<file path="src/hw/ctrl_pkg.sv">
package ctrl_pkg;

    //////////////////////////////
    // widths
    //////////////////////////////
    localparam int INSTR_W  = 16;
    localparam int OPCODE_W = 6;
    localparam int RD_W     = 3;
    localparam int IMM_W    = 7;
    localparam int ALU_OP_W = 4;
    localparam int PC_W_DEF = 8;

    //////////////////////////////
    // instruction layout
    //////////////////////////////
    typedef logic [OPCODE_W-1:0] opcode_t;

    // opcode 15..10, rd 9..7, imm 6..0
    typedef struct packed {
        opcode_t             opcode;
        logic [RD_W-1:0]     rd;
        logic [IMM_W-1:0]    imm;
    } instr_t;

    // jump has no class, see is_jump in the decoder
    typedef enum logic [1:0] {
        CLS_COMPUTE = 2'd0,
        CLS_LOAD    = 2'd1,
        CLS_STORE   = 2'd2,
        CLS_ILLEGAL = 2'd3
    } op_class_e;

    localparam opcode_t OP_LOAD_BASE  = 6'd16;
    localparam opcode_t OP_STORE_BASE = 6'd20;
    localparam opcode_t OP_JUMP       = 6'd24;

    //////////////////////////////
    // stage commands
    //////////////////////////////
    typedef struct packed {
        logic                rd_en;
        logic                wr_en;
        logic [IMM_W-1:0]    addr;
        logic                wb_en;
        logic [RD_W-1:0]     rd;
        logic                from_mem;
        logic [ALU_OP_W-1:0] alu_op;
    } mem_cmd_t;

    typedef struct packed {
        logic [RD_W-1:0]     rd;
        logic                from_mem;
        logic [ALU_OP_W-1:0] alu_op;
    } wb_cmd_t;

endpackage
</file>
<file path="src/hw/ctrl_top.sv">
`timescale 1ns/1ns

module ctrl_top #(
    parameter int PC_W     = ctrl_pkg::PC_W_DEF,
    parameter int RESET_PC = 0
) (
    input  logic                          g_clk,
    input  logic                          arst_n,
    output logic                          i_req,
    output logic [PC_W-1:0]               i_addr,
    input  logic [ctrl_pkg::INSTR_W-1:0]  i_data,
    input  logic                          i_odv,
    output logic                          d_rd,
    output logic                          d_wr,
    output logic [ctrl_pkg::IMM_W-1:0]    d_addr,
    input  logic                          d_odv,
    output logic                          rf_we,
    output logic [ctrl_pkg::RD_W-1:0]     rf_rd,
    output logic                          rf_from_mem,
    output logic [ctrl_pkg::ALU_OP_W-1:0] alu_op,
    output logic                          illegal
);
    import ctrl_pkg::*;

    instr_t   i_word;
    logic     pc_step;
    logic     pc_load;
    logic     mem_free;
    logic     mem_push;
    logic     mem_valid;
    logic     mem_pop;
    mem_cmd_t mem_push_data;
    mem_cmd_t mem_pop_data;
    logic     wb_free;
    logic     wb_push;
    logic     wb_valid;
    logic     wb_pop;
    wb_cmd_t  wb_push_data;
    wb_cmd_t  wb_pop_data;

    assign i_word = instr_t'(i_data);

    pc_counter #(
        .PC_W     (PC_W),
        .RESET_PC (RESET_PC)
    ) u_pc (
        .g_clk      (g_clk),
        .arst_n     (arst_n),
        .step       (pc_step),
        .load       (pc_load),
        .load_value (i_data[PC_W-1:0]),
        .pc         (i_addr)
    );

    fetch_fsm #(
        .PC_W (PC_W)
    ) u_fetch (
        .g_clk     (g_clk),
        .arst_n    (arst_n),
        .i_req     (i_req),
        .i_data    (i_word),
        .i_odv     (i_odv),
        .pc_step   (pc_step),
        .pc_load   (pc_load),
        .slot_free (mem_free),
        .slot_push (mem_push),
        .slot_data (mem_push_data),
        .illegal   (illegal)
    );

    stage_slot #(
        .payload_t (mem_cmd_t)
    ) mem_slot (
        .g_clk     (g_clk),
        .arst_n    (arst_n),
        .push      (mem_push),
        .push_data (mem_push_data),
        .free      (mem_free),
        .pop       (mem_pop),
        .valid     (mem_valid),
        .pop_data  (mem_pop_data)
    );

    mem_fsm u_mem (
        .g_clk      (g_clk),
        .arst_n     (arst_n),
        .slot_valid (mem_valid),
        .slot_pop   (mem_pop),
        .slot_data  (mem_pop_data),
        .d_rd       (d_rd),
        .d_wr       (d_wr),
        .d_addr     (d_addr),
        .d_odv      (d_odv),
        .wb_free    (wb_free),
        .wb_push    (wb_push),
        .wb_data    (wb_push_data)
    );

    stage_slot #(
        .payload_t (wb_cmd_t)
    ) wb_slot (
        .g_clk     (g_clk),
        .arst_n    (arst_n),
        .push      (wb_push),
        .push_data (wb_push_data),
        .free      (wb_free),
        .pop       (wb_pop),
        .valid     (wb_valid),
        .pop_data  (wb_pop_data)
    );

    //////////////////////////////
    // register file writeback
    //////////////////////////////
    // drained every valid cycle
    assign wb_pop      = wb_valid;
    assign rf_we       = wb_valid & wb_pop;
    assign rf_rd       = wb_pop_data.rd;
    assign rf_from_mem = wb_pop_data.from_mem;
    assign alu_op      = wb_pop_data.alu_op;

endmodule

</file>
<file path="src/hw/mem_fsm.sv">
`timescale 1ns/1ns

module mem_fsm (
    input  logic                        g_clk,
    input  logic                        arst_n,
    input  logic                        slot_valid,
    output logic                        slot_pop,
    input  ctrl_pkg::mem_cmd_t          slot_data,
    output logic                        d_rd,
    output logic                        d_wr,
    output logic [ctrl_pkg::IMM_W-1:0]  d_addr,
    input  logic                        d_odv,
    input  logic                        wb_free,
    output logic                        wb_push,
    output ctrl_pkg::wb_cmd_t           wb_data
);
    import ctrl_pkg::*;

    typedef enum logic [1:0] {
        M_IDLE   = 2'd0,
        M_ACCESS = 2'd1,
        M_WB     = 2'd2
    } state_e;

    state_e   state;
    state_e   state_nxt;
    mem_cmd_t cmd_q;

    always_ff @(posedge g_clk or negedge arst_n)
    begin
        if (!arst_n)
            state <= M_IDLE;
        else
            state <= state_nxt;
    end

    always_ff @(posedge g_clk)
    begin
        if (slot_pop)
            cmd_q <= slot_data;
    end

    assign d_addr  = cmd_q.addr;
    assign wb_data = '{rd: cmd_q.rd, from_mem: cmd_q.from_mem, alu_op: cmd_q.alu_op};

    always_comb
    begin
        state_nxt = state;
        slot_pop  = 1'b0;
        d_rd      = 1'b0;
        d_wr      = 1'b0;
        wb_push   = 1'b0;
        case (state)
            M_IDLE:
            begin
                if (slot_valid)
                begin
                    slot_pop = 1'b1;
                    // compute goes straight to writeback
                    if (slot_data.rd_en || slot_data.wr_en)
                        state_nxt = M_ACCESS;
                    else if (slot_data.wb_en)
                        state_nxt = M_WB;
                end
            end
            M_ACCESS:
            begin
                d_rd = cmd_q.rd_en;
                d_wr = cmd_q.wr_en;
                if (d_odv)
                begin
                    if (cmd_q.wb_en)
                        state_nxt = M_WB;
                    else
                        state_nxt = M_IDLE;
                end
            end
            M_WB:
            begin
                if (wb_free)
                begin
                    wb_push   = 1'b1;
                    state_nxt = M_IDLE;
                end
            end
            default:
            begin
                state_nxt = M_IDLE;
            end
        endcase
    end

    // relies on the decoder never flagging both
    a_rd_wr_excl: assert property (
        @(posedge g_clk) disable iff (!arst_n)
        !(d_rd && d_wr)
    );

endmodule

</file>
<file path="src/hw/fetch_fsm.sv">
`timescale 1ns/1ns

module fetch_fsm #(
    parameter int PC_W = ctrl_pkg::PC_W_DEF
) (
    input  logic               g_clk,
    input  logic               arst_n,
    output logic               i_req,
    input  ctrl_pkg::instr_t   i_data,
    input  logic               i_odv,
    output logic               pc_step,
    output logic               pc_load,
    input  logic               slot_free,
    output logic               slot_push,
    output ctrl_pkg::mem_cmd_t slot_data,
    output logic               illegal
);
    import ctrl_pkg::*;

    typedef enum logic [1:0] {
        S_REQ   = 2'd0,
        S_DEC   = 2'd1,
        S_JREQ  = 2'd2,
        S_ISSUE = 2'd3
    } state_e;

    state_e    state;
    state_e    state_nxt;
    instr_t    instr_q;
    op_class_e dec_class;
    logic      dec_jump;
    logic      run_q;

    // jump target comes from the low bits of the second word
    if (PC_W > $bits(instr_t))
    begin : g_pc_w_check
        $error("PC_W wider than the instruction word");
    end

    op_decoder u_dec (
        .instr    (instr_q),
        .op_class (dec_class),
        .is_jump  (dec_jump),
        .cmd      (slot_data)
    );

    always_ff @(posedge g_clk or negedge arst_n)
    begin
        if (!arst_n)
            state <= S_REQ;
        else
            state <= state_nxt;
    end

    // first request waits one cycle out of reset
    always_ff @(posedge g_clk or negedge arst_n)
    begin
        if (!arst_n)
            run_q <= 1'b0;
        else
            run_q <= 1'b1;
    end

    always_ff @(posedge g_clk)
    begin
        if (state == S_REQ && run_q && i_odv)
            instr_q <= i_data;
    end

    //////////////////////////////
    // next state and outputs
    //////////////////////////////
    always_comb
    begin
        state_nxt = state;
        i_req     = 1'b0;
        pc_step   = 1'b0;
        pc_load   = 1'b0;
        slot_push = 1'b0;
        illegal   = 1'b0;
        case (state)
            S_REQ:
            begin
                i_req = run_q;
                if (run_q && i_odv)
                begin
                    pc_step   = 1'b1;
                    state_nxt = S_DEC;
                end
            end
            S_DEC:
            begin
                if (dec_jump)
                begin
                    state_nxt = S_JREQ;
                end
                else if (dec_class == CLS_ILLEGAL)
                begin
                    illegal   = 1'b1;
                    state_nxt = S_REQ;
                end
                else if (slot_free)
                begin
                    slot_push = 1'b1;
                    state_nxt = S_REQ;
                end
                else
                begin
                    state_nxt = S_ISSUE;
                end
            end
            S_JREQ:
            begin
                i_req = 1'b1;
                if (i_odv)
                begin
                    pc_load   = 1'b1;
                    state_nxt = S_REQ;
                end
            end
            S_ISSUE:
            begin
                if (slot_free)
                begin
                    slot_push = 1'b1;
                    state_nxt = S_REQ;
                end
            end
            default:
            begin
                state_nxt = S_REQ;
            end
        endcase
    end

    a_req_until_odv: assert property (
        @(posedge g_clk) disable iff (!arst_n)
        i_req && !i_odv |=> i_req
    );

endmodule

</file>
<file path="src/hw/stage_slot.sv">
`timescale 1ns/1ns

module stage_slot #(
    parameter type payload_t = logic
) (
    input  logic     g_clk,
    input  logic     arst_n,
    input  logic     push,
    input  payload_t push_data,
    output logic     free,
    input  logic     pop,
    output logic     valid,
    output payload_t pop_data
);

    logic     full;
    payload_t data_q;

    // occupancy, push and pop never meet in one cycle
    always_ff @(posedge g_clk or negedge arst_n)
    begin
        if (!arst_n)
            full <= 1'b0;
        else if (push)
            full <= 1'b1;
        else if (pop)
            full <= 1'b0;
    end

    always_ff @(posedge g_clk)
    begin
        if (push)
            data_q <= push_data;
    end

    assign free     = !full;
    assign valid    = full;
    assign pop_data = data_q;

    // producer must respect back-pressure
    a_no_push_when_full: assert property (
        @(posedge g_clk) disable iff (!arst_n)
        push |-> free
    );

endmodule

</file>
<file path="src/hw/op_decoder.sv">
`timescale 1ns/1ns

module op_decoder (
    input  ctrl_pkg::instr_t    instr,
    output ctrl_pkg::op_class_e op_class,
    output logic                is_jump,
    output ctrl_pkg::mem_cmd_t  cmd
);
    import ctrl_pkg::*;

    opcode_t op;

    assign op = instr.opcode;

    //////////////////////////////
    // opcode ranges
    //////////////////////////////
    always_comb
    begin
        is_jump = (op == OP_JUMP);
        if (op < OP_LOAD_BASE)
            op_class = CLS_COMPUTE;
        else if (op < OP_STORE_BASE)
            op_class = CLS_LOAD;
        else if (op < OP_JUMP)
            op_class = CLS_STORE;
        else if (is_jump)
            // rides on compute, fetch checks is_jump first
            op_class = CLS_COMPUTE;
        else
            op_class = CLS_ILLEGAL;
    end

    //////////////////////////////
    // memory stage command
    //////////////////////////////
    always_comb
    begin
        cmd          = '0;
        cmd.addr     = instr.imm;
        cmd.rd       = instr.rd;
        cmd.alu_op   = op[ALU_OP_W-1:0];
        case (op_class)
            CLS_COMPUTE:
            begin
                cmd.wb_en = !is_jump;
            end
            CLS_LOAD:
            begin
                cmd.rd_en    = 1'b1;
                cmd.wb_en    = 1'b1;
                cmd.from_mem = 1'b1;
            end
            CLS_STORE:
            begin
                cmd.wr_en = 1'b1;
            end
            default:
            begin
                cmd.wb_en = 1'b0;
            end
        endcase
    end

endmodule

</file>
<file path="src/hw/pc_counter.sv">
`timescale 1ns/1ns

module pc_counter #(
    parameter int PC_W     = ctrl_pkg::PC_W_DEF,
    parameter int RESET_PC = 0
) (
    input  logic            g_clk,
    input  logic            arst_n,
    input  logic            step,
    input  logic            load,
    input  logic [PC_W-1:0] load_value,
    output logic [PC_W-1:0] pc
);

    // jump load wins over the ordinary step
    always_ff @(posedge g_clk or negedge arst_n)
    begin
        if (!arst_n)
        begin
            pc <= PC_W'(RESET_PC);
        end
        else if (load)
        begin
            pc <= load_value;
        end
        else if (step)
        begin
            pc <= pc + PC_W'(1);
        end
    end

endmodule

</file>
<file path="config.mk">
export PLATFORM = sky130hd
export DESIGN_NAME = ctrl_top
export DESIGN_NICKNAME = d
export VERILOG_FILES = /design/src/hw/ctrl_pkg.sv /design/src/hw/ctrl_top.sv /design/src/hw/mem_fsm.sv /design/src/hw/fetch_fsm.sv /design/src/hw/stage_slot.sv /design/src/hw/op_decoder.sv /design/src/hw/pc_counter.sv
export SDC_FILE = /design/constraint.sdc
export NUM_CORES = 1
export LEC_CHECK = 0
export ABC_AREA = 1
export BUFFER_PORTS_ARGS = -buffer_cell sky130_fd_sc_hd__buf_2
export CORE_AREA = 8 8 89 91
export DETAILED_ROUTE_END_ITERATION = 8
export DIE_AREA = 0 0 97 99
export GPL_TIMING_DRIVEN = 0
export PLACE_DENSITY = 0.72
export SLEW_MARGIN = 5
export SYNTH_ARGS = -nofsm -noshare
export SYNTH_HDL_FRONTEND = slang
export SYNTH_SLANG_ARGS = --single-unit
</file>
<file path="constraint.sdc">
create_clock -name g_clk -period 3.95 [get_ports g_clk]
set_clock_uncertainty 0.1 [all_clocks]
set_input_delay 0.1975 -clock g_clk [delete_from_list [all_inputs] [get_ports g_clk]]
set_output_delay 0.1975 -clock g_clk [all_outputs]
set_load 0.02 [all_outputs]
</file>
==> impl_results.rst, run 1 <==
.. list-table::
   :header-rows: 1

   * - Metric
     - Value
   * - Final Setup Violations
     - 0
   * - Max-cap violation count
     - 0
   * - Routed len/inst
     - 11.7 um
   * - Highest ir drop seen on vdd
     - 0.367 mV
   * - Fraction of synthesized cell area taken by the top area cell type
     - 61.3%
   * - Run status
     - complete, no violations
   * - Capturing element type of the critical path
     - flip-flop
   * - Cell area after synthesis
     - 0.00284 mm2
   * - Largest cells by area after synthesis
     - sky130_fd_sc_hd__edfxtp_1, sky130_fd_sc_hd__dfrtp_1, sky130_fd_sc_hd__nand2_1
   * - Startpoint type of the worst setup path
     - flip-flop
   * - Syn avg cell area
     - 12.8 um2
   * - Antenna cell count
     - 0
   * - Worst slew margin relative to its limit
     - 23.8%
   * - Clock period minus final worst setup slack
     - 1.83 ns
   * - Power per unit of standard cell area
     - 671 mW/mm2
   * - Total via count in the routed design
     - 1707
   * - Combined buffer and inverter count along the critical path
     - 0
   * - Class of the worst hold path
     - input pin to flip-flop
   * - Commonest cells in the netlist
     - sky130_fd_sc_hd__edfxtp_1, sky130_fd_sc_hd__nand2_1, sky130_fd_sc_hd__nor2_1
   * - Number of detailed-route iterations in the first pass
     - 4
   * - Number of ports placed on the die boundary
     - 48
   * - Terminating pin of the worst hold path
     - u_mem.state[0]$_DFFE_PN0P_
   * - Final hold violation count
     - 0
   * - TritonCTS clock tree
     - yes
   * - Post-DP HPWL
     - 3.26 mm
   * - Instance count along the most critical hold path
     - 3
   * - Via density
     - 4.47
   * - Part of the Yosys area used for sequential elements
     - 74.6%
   * - TritonCTS buffer count
     - 9
   * - Cells after synthesis
     - 222
   * - Worst-path cell chain
     - nor3_1
   * - Later-pin clock latency in the skew report
     - 0.33 ns
   * - Count of buffers from port buffering
     - 47
   * - Initial cell density of the core
     - 43.2%
   * - Worst path top cell family by delay
     - simple AND/OR/NAND/NOR gates
   * - Flop-to-flop setup slack
     - 2.12 ns
   * - Largest net degree at the start of global routing
     - 18
   * - Max-slew violation total from the final report
     - 0
   * - Die extent in y
     - 99 um
   * - Layout Utilization
     - 54.2%
   * - Worst stage delay on the critical path
     - 0.92 ns
   * - Async set or reset register ratio after synthesis
     - 20.5%
   * - Clock-pin slew on the worst setup and hold paths
     - 0.07 ns
   * - Post-cts repair resize count
     - 0
   * - Routed wire length
     - 4.47 mm
   * - Startpoint of the worst register-to-register path
     - u_mem.state[0]$_DFFE_PN0P_
   * - Growth of design area from synthesis to finish
     - 25.5%
   * - GRT Total Usage
     - 9.52%
   * - Largest fanout of any net on the critical path
     - 9
   * - Synth Net Count
     - 243
   * - WP data arrival
     - 1.67 ns
   * - Worst Min Path Start
     - d_odv
   * - DRC errors left
     - 0
   * - Count of flip-flops with a built-in enable after synthesis
     - 58
   * - Clock tree buffer depth
     - 2
   * - Flops & latches, synth
     - 73
   * - Die footprint
     - 0.00960 mm2
   * - Total congestion overflow after global routing
     - 0
   * - # nets final
     - 318
   * - Synthesis warning total
     - 0
   * - Count of unique library cells instantiated by Yosys
     - 25
   * - Post-Route Setup TNS
     - 0 ns
   * - Horizontal extent of the die
     - 97 um
   * - Most numerous cell in the Yosys netlist
     - sky130_fd_sc_hd__edfxtp_1
   * - Global-route wire length before repair
     - 7.36 mm
   * - Unrepaired setup endpoints after global routing
     - false
   * - Placeable core region
     - 0.00657 mm2
   * - CTS HTree Levels
     - 3
   * - Length in cells of the worst reg-to-reg path
     - 1
   * - Share of final-layout standard cells stronger than drive strength 1
     - 27.5%
   * - Vias in the first global route
     - 1629
   * - Number of violations reported at the end of detailed-routing iteration 0
     - 70
   * - Placement Cell Area
     - 0.00317 mm2
   * - Final non-filler cell area
     - 0.00356 mm2
   * - Initial antenna violation count
     - 0
   * - Maximum clock frequency
     - 0.547 GHz
   * - Number of rows in the core area
     - 30
   * - Main synth FF type
     - sky130_fd_sc_hd__edfxtp_1
   * - Worst slew pin tran
     - 1.13 ns
   * - Cell at the slowest stage of the critical path
     - sky130_fd_sc_hd__nor3_1
   * - Leakage power
     - 1.54 nW
   * - Critical Setup Path Class
     - flip-flop to flip-flop
   * - Area leader, netlist
     - sky130_fd_sc_hd__edfxtp_1
   * - Root Driver
     - sky130_fd_sc_hd__clkbuf_8
   * - Worst flop-to-flop path endpoint
     - wb_slot.pop_data[6]$_DFFE_PP_
   * - Critical path data required time
     - 3.80 ns
   * - Total clock sinks
     - 73
   * - Antenna-violating nets left
     - 0
   * - Gpl congestion
     - 0.801
   * - Period Utilization, post-route
     - 46.2%
[how the worst max path moves through the flow]
stage	slack (ns)	cells after the start	startpoint	end
floorplan	2.31	1	wb_slot.valid$_DFF_PN0_	wb_slot.pop_data[0]$_DFFE_PP_
global placement	2.16	1	u_mem.state[0]$_DFFE_PN0P_	wb_slot.pop_data[6]$_DFFE_PP_
detailed placement	2.05	1	u_mem.state[0]$_DFFE_PN0P_	wb_slot.pop_data[7]$_DFFE_PP_
CTS	2.04	1	u_mem.state[0]$_DFFE_PN0P_	wb_slot.pop_data[1]$_DFFE_PP_
global route	1.95	1	u_mem.state[0]$_DFFE_PN0P_	wb_slot.pop_data[0]$_DFFE_PP_
finish	2.12	1	u_mem.state[0]$_DFFE_PN0P_	wb_slot.pop_data[6]$_DFFE_PP_
[layout make-up]
cell class,count,area (um2)
timing repair buffer,64,405
clock buffer,9,124
fill,561,3010
inverter,19,73.8
sequential,73,2120
tap,80,100
buffer,10,90.1
multi-input combinational,120,558
clock inverter,7,93.8
[power breakdown]
group / switching, mW / total, mW / internal, mW / leakage (nW)
clock: 0.268 / 0.623 / 0.355 / 0.107
sequential: 0.103 / 1.17 / 1.07 / 0.730
combinational: 0.390 / 0.597 / 0.208 / 0.704
total: 0.760 / 2.39 / 1.63 / 1.54
[kinds of logic (layout without fill, tap and decap cells)]
| kind of cell | count (synthesis) | after routing | synth area share, % |
|---|---|---|---|
| AND/OR/NAND/NOR | 103 | 103 | 16.2 |
| flip-flops | 73 | 73 | 74.6 |
| buffers and inverters | 29 | 109 | 5.77 |
| AO/OA/AOI/OAI | 13 | 13 | 2.29 |
| XOR/XNOR | 2 | 2 | 0.617 |
| adder cells (fa/ha/maj) | 1 | 1 | 0.441 |
| other | 1 | 1 | 0.132 |
[placed cells by master, fill, tap and decap left out, drive strengths merged]
cell,count
ha,1
dlygate4sd3,17
bufinv,2
clkinv,3
clkinvlp,1
and3,1
buf,57
or2,1
inv,20
nand3b,1
conb,1
xor2,2
nand3,16
o21ai,11
nor2,26
nor3,1
nand2,56
clkbuf,9
dfrtp,15
a21oi,2
nand4,1
edfxtp,58
[flip-flops by register name (all words and copies together) (netlist names)]
register           count
mem_slot.pop_data     17
mem_slot.valid         1
u_fetch.instr_q       16
u_fetch.run_q          1
u_fetch.state          2
u_mem.cmd_q            2
u_mem.d_addr           7
u_mem.state            2
u_mem.wb_data          8
u_pc.pc                8
wb_slot.pop_data       8
wb_slot.valid          1
[through the flow]
stage               power [mW]  setup WS [ns]  std cells  hold WS [ns]
finish                    2.39           2.12        382        0.0498
global route              2.53           1.95        382        0.0692
CTS                       2.42           2.04        382        0.0372
detailed placement        1.78           2.05        349        0.0429
global placement          1.76           2.16        349        0.0422
floorplan                 1.60           2.31        222        -0.198
[metal layers]
layer | wire [um] | global-route usage (%) | vias up
met1 | 1960 | 10.9 | 772
met2 | 2170 | 14.8 | 41
met5 | 0 | 0 | -
li1 | - | - | 888
met3 | 270 | 3.57 | 6
met4 | 73 | 6.04 | 0
[timing repair]
action                                 CTS  global route
hold buffers                            17             0
buffers inserted                         0             0
endpoints found under the hold margin   31             0
No activity file was read; power rests on OpenSTA's default activity.
==> inputs of run 2 (changes only) <==
--- a/config.mk
+++ b/config.mk
@@ -5,11 +5,11 @@
 export SDC_FILE = /design/constraint.sdc
 export NUM_CORES = 1
 export LEC_CHECK = 0
-export ABC_AREA = 1
+export ABC_AREA = 0
 export BUFFER_PORTS_ARGS = -buffer_cell sky130_fd_sc_hd__buf_2
-export CORE_AREA = 8 8 89 91
+export CORE_AREA = 8 8 87 89
 export DETAILED_ROUTE_END_ITERATION = 8
-export DIE_AREA = 0 0 97 99
+export DIE_AREA = 0 0 95 97
 export GPL_TIMING_DRIVEN = 0
 export PLACE_DENSITY = 0.72
 export SLEW_MARGIN = 5
==> constraint.sdc (replaced) <==
create_clock -name g_clk -period 1.9 [get_ports g_clk]
set_clock_uncertainty 0.1 [all_clocks]
set_input_delay 0.095 -clock g_clk [delete_from_list [all_inputs] [get_ports g_clk]]
set_output_delay 0.095 -clock g_clk [all_outputs]
set_load 0.02 [all_outputs]
==> impl_results.rst, run 2 <==
.. list-table::
   :header-rows: 1

   * - Metric
     - Value
   * - Run status
     - complete, no violations (unchanged)
   * - Share of final-layout standard cells stronger than drive strength 1
     - 31.2% (was 27.5%)
   * - Worst-path cell chain
     - or3_1 -> a31oi_1 -> nor3b_1 -> buf_2 (was nor3_1)
   * - Leakage power
     - 1.33 nW (was 1.54 nW)
   * - Count of unique library cells instantiated by Yosys
     - 41 (was 25)
   * - Area leader, netlist
     - sky130_fd_sc_hd__edfxtp_1 (unchanged)
   * - Max-cap violation count
     - 0 (unchanged)
   * - Max reg flops
     - 17 (unchanged)
   * - Cell area after synthesis
     - 0.00268 mm2 (was 0.00284 mm2)
   * - Final non-filler cell area
     - 0.00341 mm2 (was 0.00356 mm2)
   * - Capturing element type of the critical path
     - primary output (was flip-flop)
   * - Number of violations reported at the end of detailed-routing iteration 0
     - 69 (was 70)
   * - Routed len/inst
     - 14.3 um (was 11.7 um)
   * - Count of buffers from port buffering
     - 47 (unchanged)
   * - Vias in the first global route
     - 1565 (was 1629)
   * - Critical path data required time
     - 1.70 ns (was 3.80 ns)
   * - Commonest non-fill, non-tap cell in the layout
     - sky130_fd_sc_hd__edfxtp_1 (unchanged)
   * - Total via count in the routed design
     - 1605 (was 1707)
   * - Routed wire length
     - 4.74 mm (was 4.47 mm)
   * - CTS HTree Levels
     - 3 (unchanged)
   * - Total congestion overflow after global routing
     - 0 (unchanged)
   * - Antenna-violating nets left
     - 0 (unchanged)
   * - Gpl congestion
     - 0.807 (was 0.801)
   * - Worst path top cell family by delay
     - simple AND/OR/NAND/NOR gates (unchanged)
   * - Horizontal extent of the die
     - 95 um (was 97 um)
   * - Largest net degree at the start of global routing
     - 20 (was 18)
   * - Part of the Yosys area used for sequential elements
     - 78.9% (was 74.6%)
   * - Syn avg cell area
     - 16.1 um2 (was 12.8 um2)
   * - GRT Total Usage
     - 10.7% (was 9.52%)
   * - Unrepaired setup endpoints after global routing
     - false (unchanged)
   * - Maximum clock frequency
     - 0.570 GHz
   * - Initial antenna violation count
     - 0 (unchanged)
   * - Worst slew pin tran
     - 0.629 ns (was 1.13 ns)
   * - Later-pin clock latency in the skew report
     - 0.34 ns (was 0.33 ns)
   * - WP data arrival
     - 1.56 ns (was 1.67 ns)
   * - Number of rows in the core area
     - 29 (was 30)
   * - DRC errors left
     - 0 (unchanged)
   * - Worst slew margin relative to its limit
     - 57.9% (was 23.8%)
   * - Power per unit of standard cell area
     - 1260 mW/mm2 (was 671 mW/mm2)
   * - Startpoint type of the worst setup path
     - flip-flop (unchanged)
   * - Number of inserted filler cells in the final layout
     - 505 (was 561)
   * - Fraction of synthesized cell area taken by the top area cell type
     - 64.9% (was 61.3%)
   * - Combined buffer and inverter count along the critical path
     - 1 (was 0)
   * - Final setup slack of the worst path
     - 0.145 ns (was 2.12 ns)
   * - Final hold violation count
     - 0 (unchanged)
   * - Class of the worst hold path
     - input pin to async pin (was input pin to flip-flop)
   * - Worst setup slack after placement
     - -0.214 ns (was 2.05 ns)
   * - Via density
     - 4.86 (was 4.47)
   * - Clock period minus final worst setup slack
     - 1.76 ns
   * - Placement Cell Area
     - 0.00302 mm2 (was 0.00317 mm2)
   * - Die footprint
     - 0.00922 mm2 (was 0.00960 mm2)
   * - Final std cells w/o fill
     - 330 (was 382)
   * - Flops & latches, synth
     - 73 (unchanged)
   * - # nets final
     - 269 (was 318)
   * - Most numerous cell in the Yosys netlist
     - sky130_fd_sc_hd__edfxtp_1 (unchanged)
   * - Async set or reset register ratio after synthesis
     - 20.5% (unchanged)
   * - Number of detailed-route iterations in the first pass
     - 4 (unchanged)
   * - Max-slew violation total from the final report
     - 0 (unchanged)
   * - Worst stage delay on the critical path
     - 0.44 ns (was 0.92 ns)
   * - Growth of design area from synthesis to finish
     - 27.2% (was 25.5%)
   * - Cells after synthesis
     - 167 (was 222)
   * - TritonCTS clock tree
     - yes (unchanged)
   * - Global-route wire length before repair
     - 7.47 mm (was 7.36 mm)
   * - Post-DP HPWL
     - 3.20 mm (was 3.26 mm)
   * - Placed instance count
     - 291 (was 349)
   * - Synth Net Count
     - 188 (was 243)
   * - Clock tree buffer depth
     - 2 (unchanged)
   * - Die extent in y
     - 97 um (was 99 um)
   * - Placeable core region
     - 0.00620 mm2 (was 0.00657 mm2)
   * - Period Utilization, post-route
     - 92.4%
   * - Antenna cell count
     - 0 (unchanged)
   * - Initial cell density of the core
     - 43.2% (about the same)
   * - Most frequent cells in the layout
     - sky130_fd_sc_hd__edfxtp_1, sky130_fd_sc_hd__buf_2, sky130_fd_sc_hd__dlygate4sd3_1, sky130_fd_sc_hd__dfrtp_1 (was sky130_fd_sc_hd__edfxtp_1, sky130_fd_sc_hd__nand2_1, sky130_fd_sc_hd__buf_2, sky130_fd_sc_hd__nor2_1, sky130_fd_sc_hd__inv_1)
   * - Critical Setup Path Class
     - flip-flop to primary output (was flip-flop to flip-flop)
   * - Commonest cells in the netlist
     - sky130_fd_sc_hd__edfxtp_1, sky130_fd_sc_hd__dfrtp_1, sky130_fd_sc_hd__a21oi_1 (was sky130_fd_sc_hd__edfxtp_1, sky130_fd_sc_hd__nand2_1, sky130_fd_sc_hd__nor2_1)
   * - Number of ports placed on the die boundary
     - 48 (unchanged)
   * - Highest ir drop seen on vdd
     - 0.539 mV (was 0.367 mV)
   * - Final Setup Violations
     - 0 (unchanged)
   * - Cell at the slowest stage of the critical path
     - sky130_fd_sc_hd__edfxtp_1 (was sky130_fd_sc_hd__nor3_1)
   * - Largest fanout of any net on the critical path
     - 5 (was 9)
   * - Synthesis warning total
     - 0 (unchanged)
   * - Count of flip-flops with a built-in enable after synthesis
     - 58 (unchanged)
   * - Total clock sinks
     - 73 (unchanged)
   * - Main synth FF type
     - sky130_fd_sc_hd__edfxtp_1 (unchanged)
   * - Largest cells by area after synthesis
     - sky130_fd_sc_hd__edfxtp_1, sky130_fd_sc_hd__dfrtp_1, sky130_fd_sc_hd__a21oi_1 (was sky130_fd_sc_hd__edfxtp_1, sky130_fd_sc_hd__dfrtp_1, sky130_fd_sc_hd__nand2_1)
   * - Root Driver
     - sky130_fd_sc_hd__clkbuf_8 (unchanged)
   * - TritonCTS buffer count
     - 9 (unchanged)
   * - Clock-pin slew on the worst setup and hold paths
     - 0.07 ns (about the same)
-- run 2: routing by layer --
layer | GRT usage (%) | vias up | wire length, um
met5 | 0 | - | 0
met3 | 2.94 | 10 | 315
met2 | 17.8 | 43 | 2410
met1 | 11.1 | 766 | 1880
li1 | - | 786 | -
met4 | 8.29 | 0 | 130
-- run 2: cells by family after synthesis --
kind of cell             Yosys count  share of synthesized area (%)
adder cells (fa/ha/maj)            1                          0.466
multiplexers                       1                          0.373
buffers and inverters             13                           3.03
AO/OA/AOI/OAI                     30                           6.76
other                              1                          0.140
flip-flops                        73                           78.9
AND/OR/NAND/NOR                   47                           9.98
XOR/XNOR                           1                          0.327
-- run 2: through the flow --
stage	power (mW)	TNS [ns]	hold slack, ns	utilization, %
final	4.30	0	0.108	55.0
after global placement	3.25	-2.55	-0.0755	48.7
after detailed placement	3.28	-4.07	-0.0731	48.7
after global routing	4.52	0	0.137	55.0
after CTS	4.29	0	0.107	54.5
after floorplan	2.94	0	-0.301	-
-- run 2: worst paths after layout --
check                                          startpoint                         end  slack [ns]  depth (start not counted)
min                                                arst_n  mem_slot.valid$_DFFE_PN0P_        0.11                          2
max                         u_fetch.instr_q[12]$_DFFE_PP_                     illegal        0.14                          4
min reg2reg                mem_slot.pop_data[1]$_DFFE_PP_  u_mem.wb_data[1]$_DFFE_PP_        0.32                          0
max in group asynchronous                          arst_n  u_mem.state[0]$_DFFE_PN0P_        1.33                          2
min in group g_clk         mem_slot.pop_data[1]$_DFFE_PP_  u_mem.wb_data[1]$_DFFE_PP_        0.32                          0
max reg2reg                  u_fetch.state[0]$_DFFE_PN0P_      u_pc.pc[7]$_DFFE_PN0P_        0.16                          5
-- run 2: area by class of cell --
class / count / area, um2 / share of cell area, %
Timing Repair Buffer: 70 / 455 / 13.3
Multi-Input combinational cell: 81 / 508 / 14.9
Buffer: 11 / 73.8 / 2.16
Sequential cell: 73 / 2120 / 62.0
Inverter: 2 / 7.51 / 0.220
Tap cell: 77 / 96.3 / 2.82
Clock buffer: 12 / 135 / 3.96
Clock inverter: 4 / 20.0 / 0.587
-- run 2: power breakdown --
| group | switching [mW] | internal, mW | total (mW) | leakage (nW) |
|---|---|---|---|---|
| Clock | 0.511 | 0.464 | 0.975 | 0.0754 |
| Sequential | 0.212 | 2.09 | 2.31 | 0.723 |
| Combinational | 0.609 | 0.414 | 1.02 | 0.530 |
| Total | 1.33 | 2.97 | 4.30 | 1.33 |
-- run 2: timing repair --
action,4_1_cts,5_1_grt
gates resized for setup,3,0
hold buffers,19,0
setup buffers,0,4
endpoints found under the hold margin,37,0
endpoints found under the setup margin,44,1
pin swaps,0,1
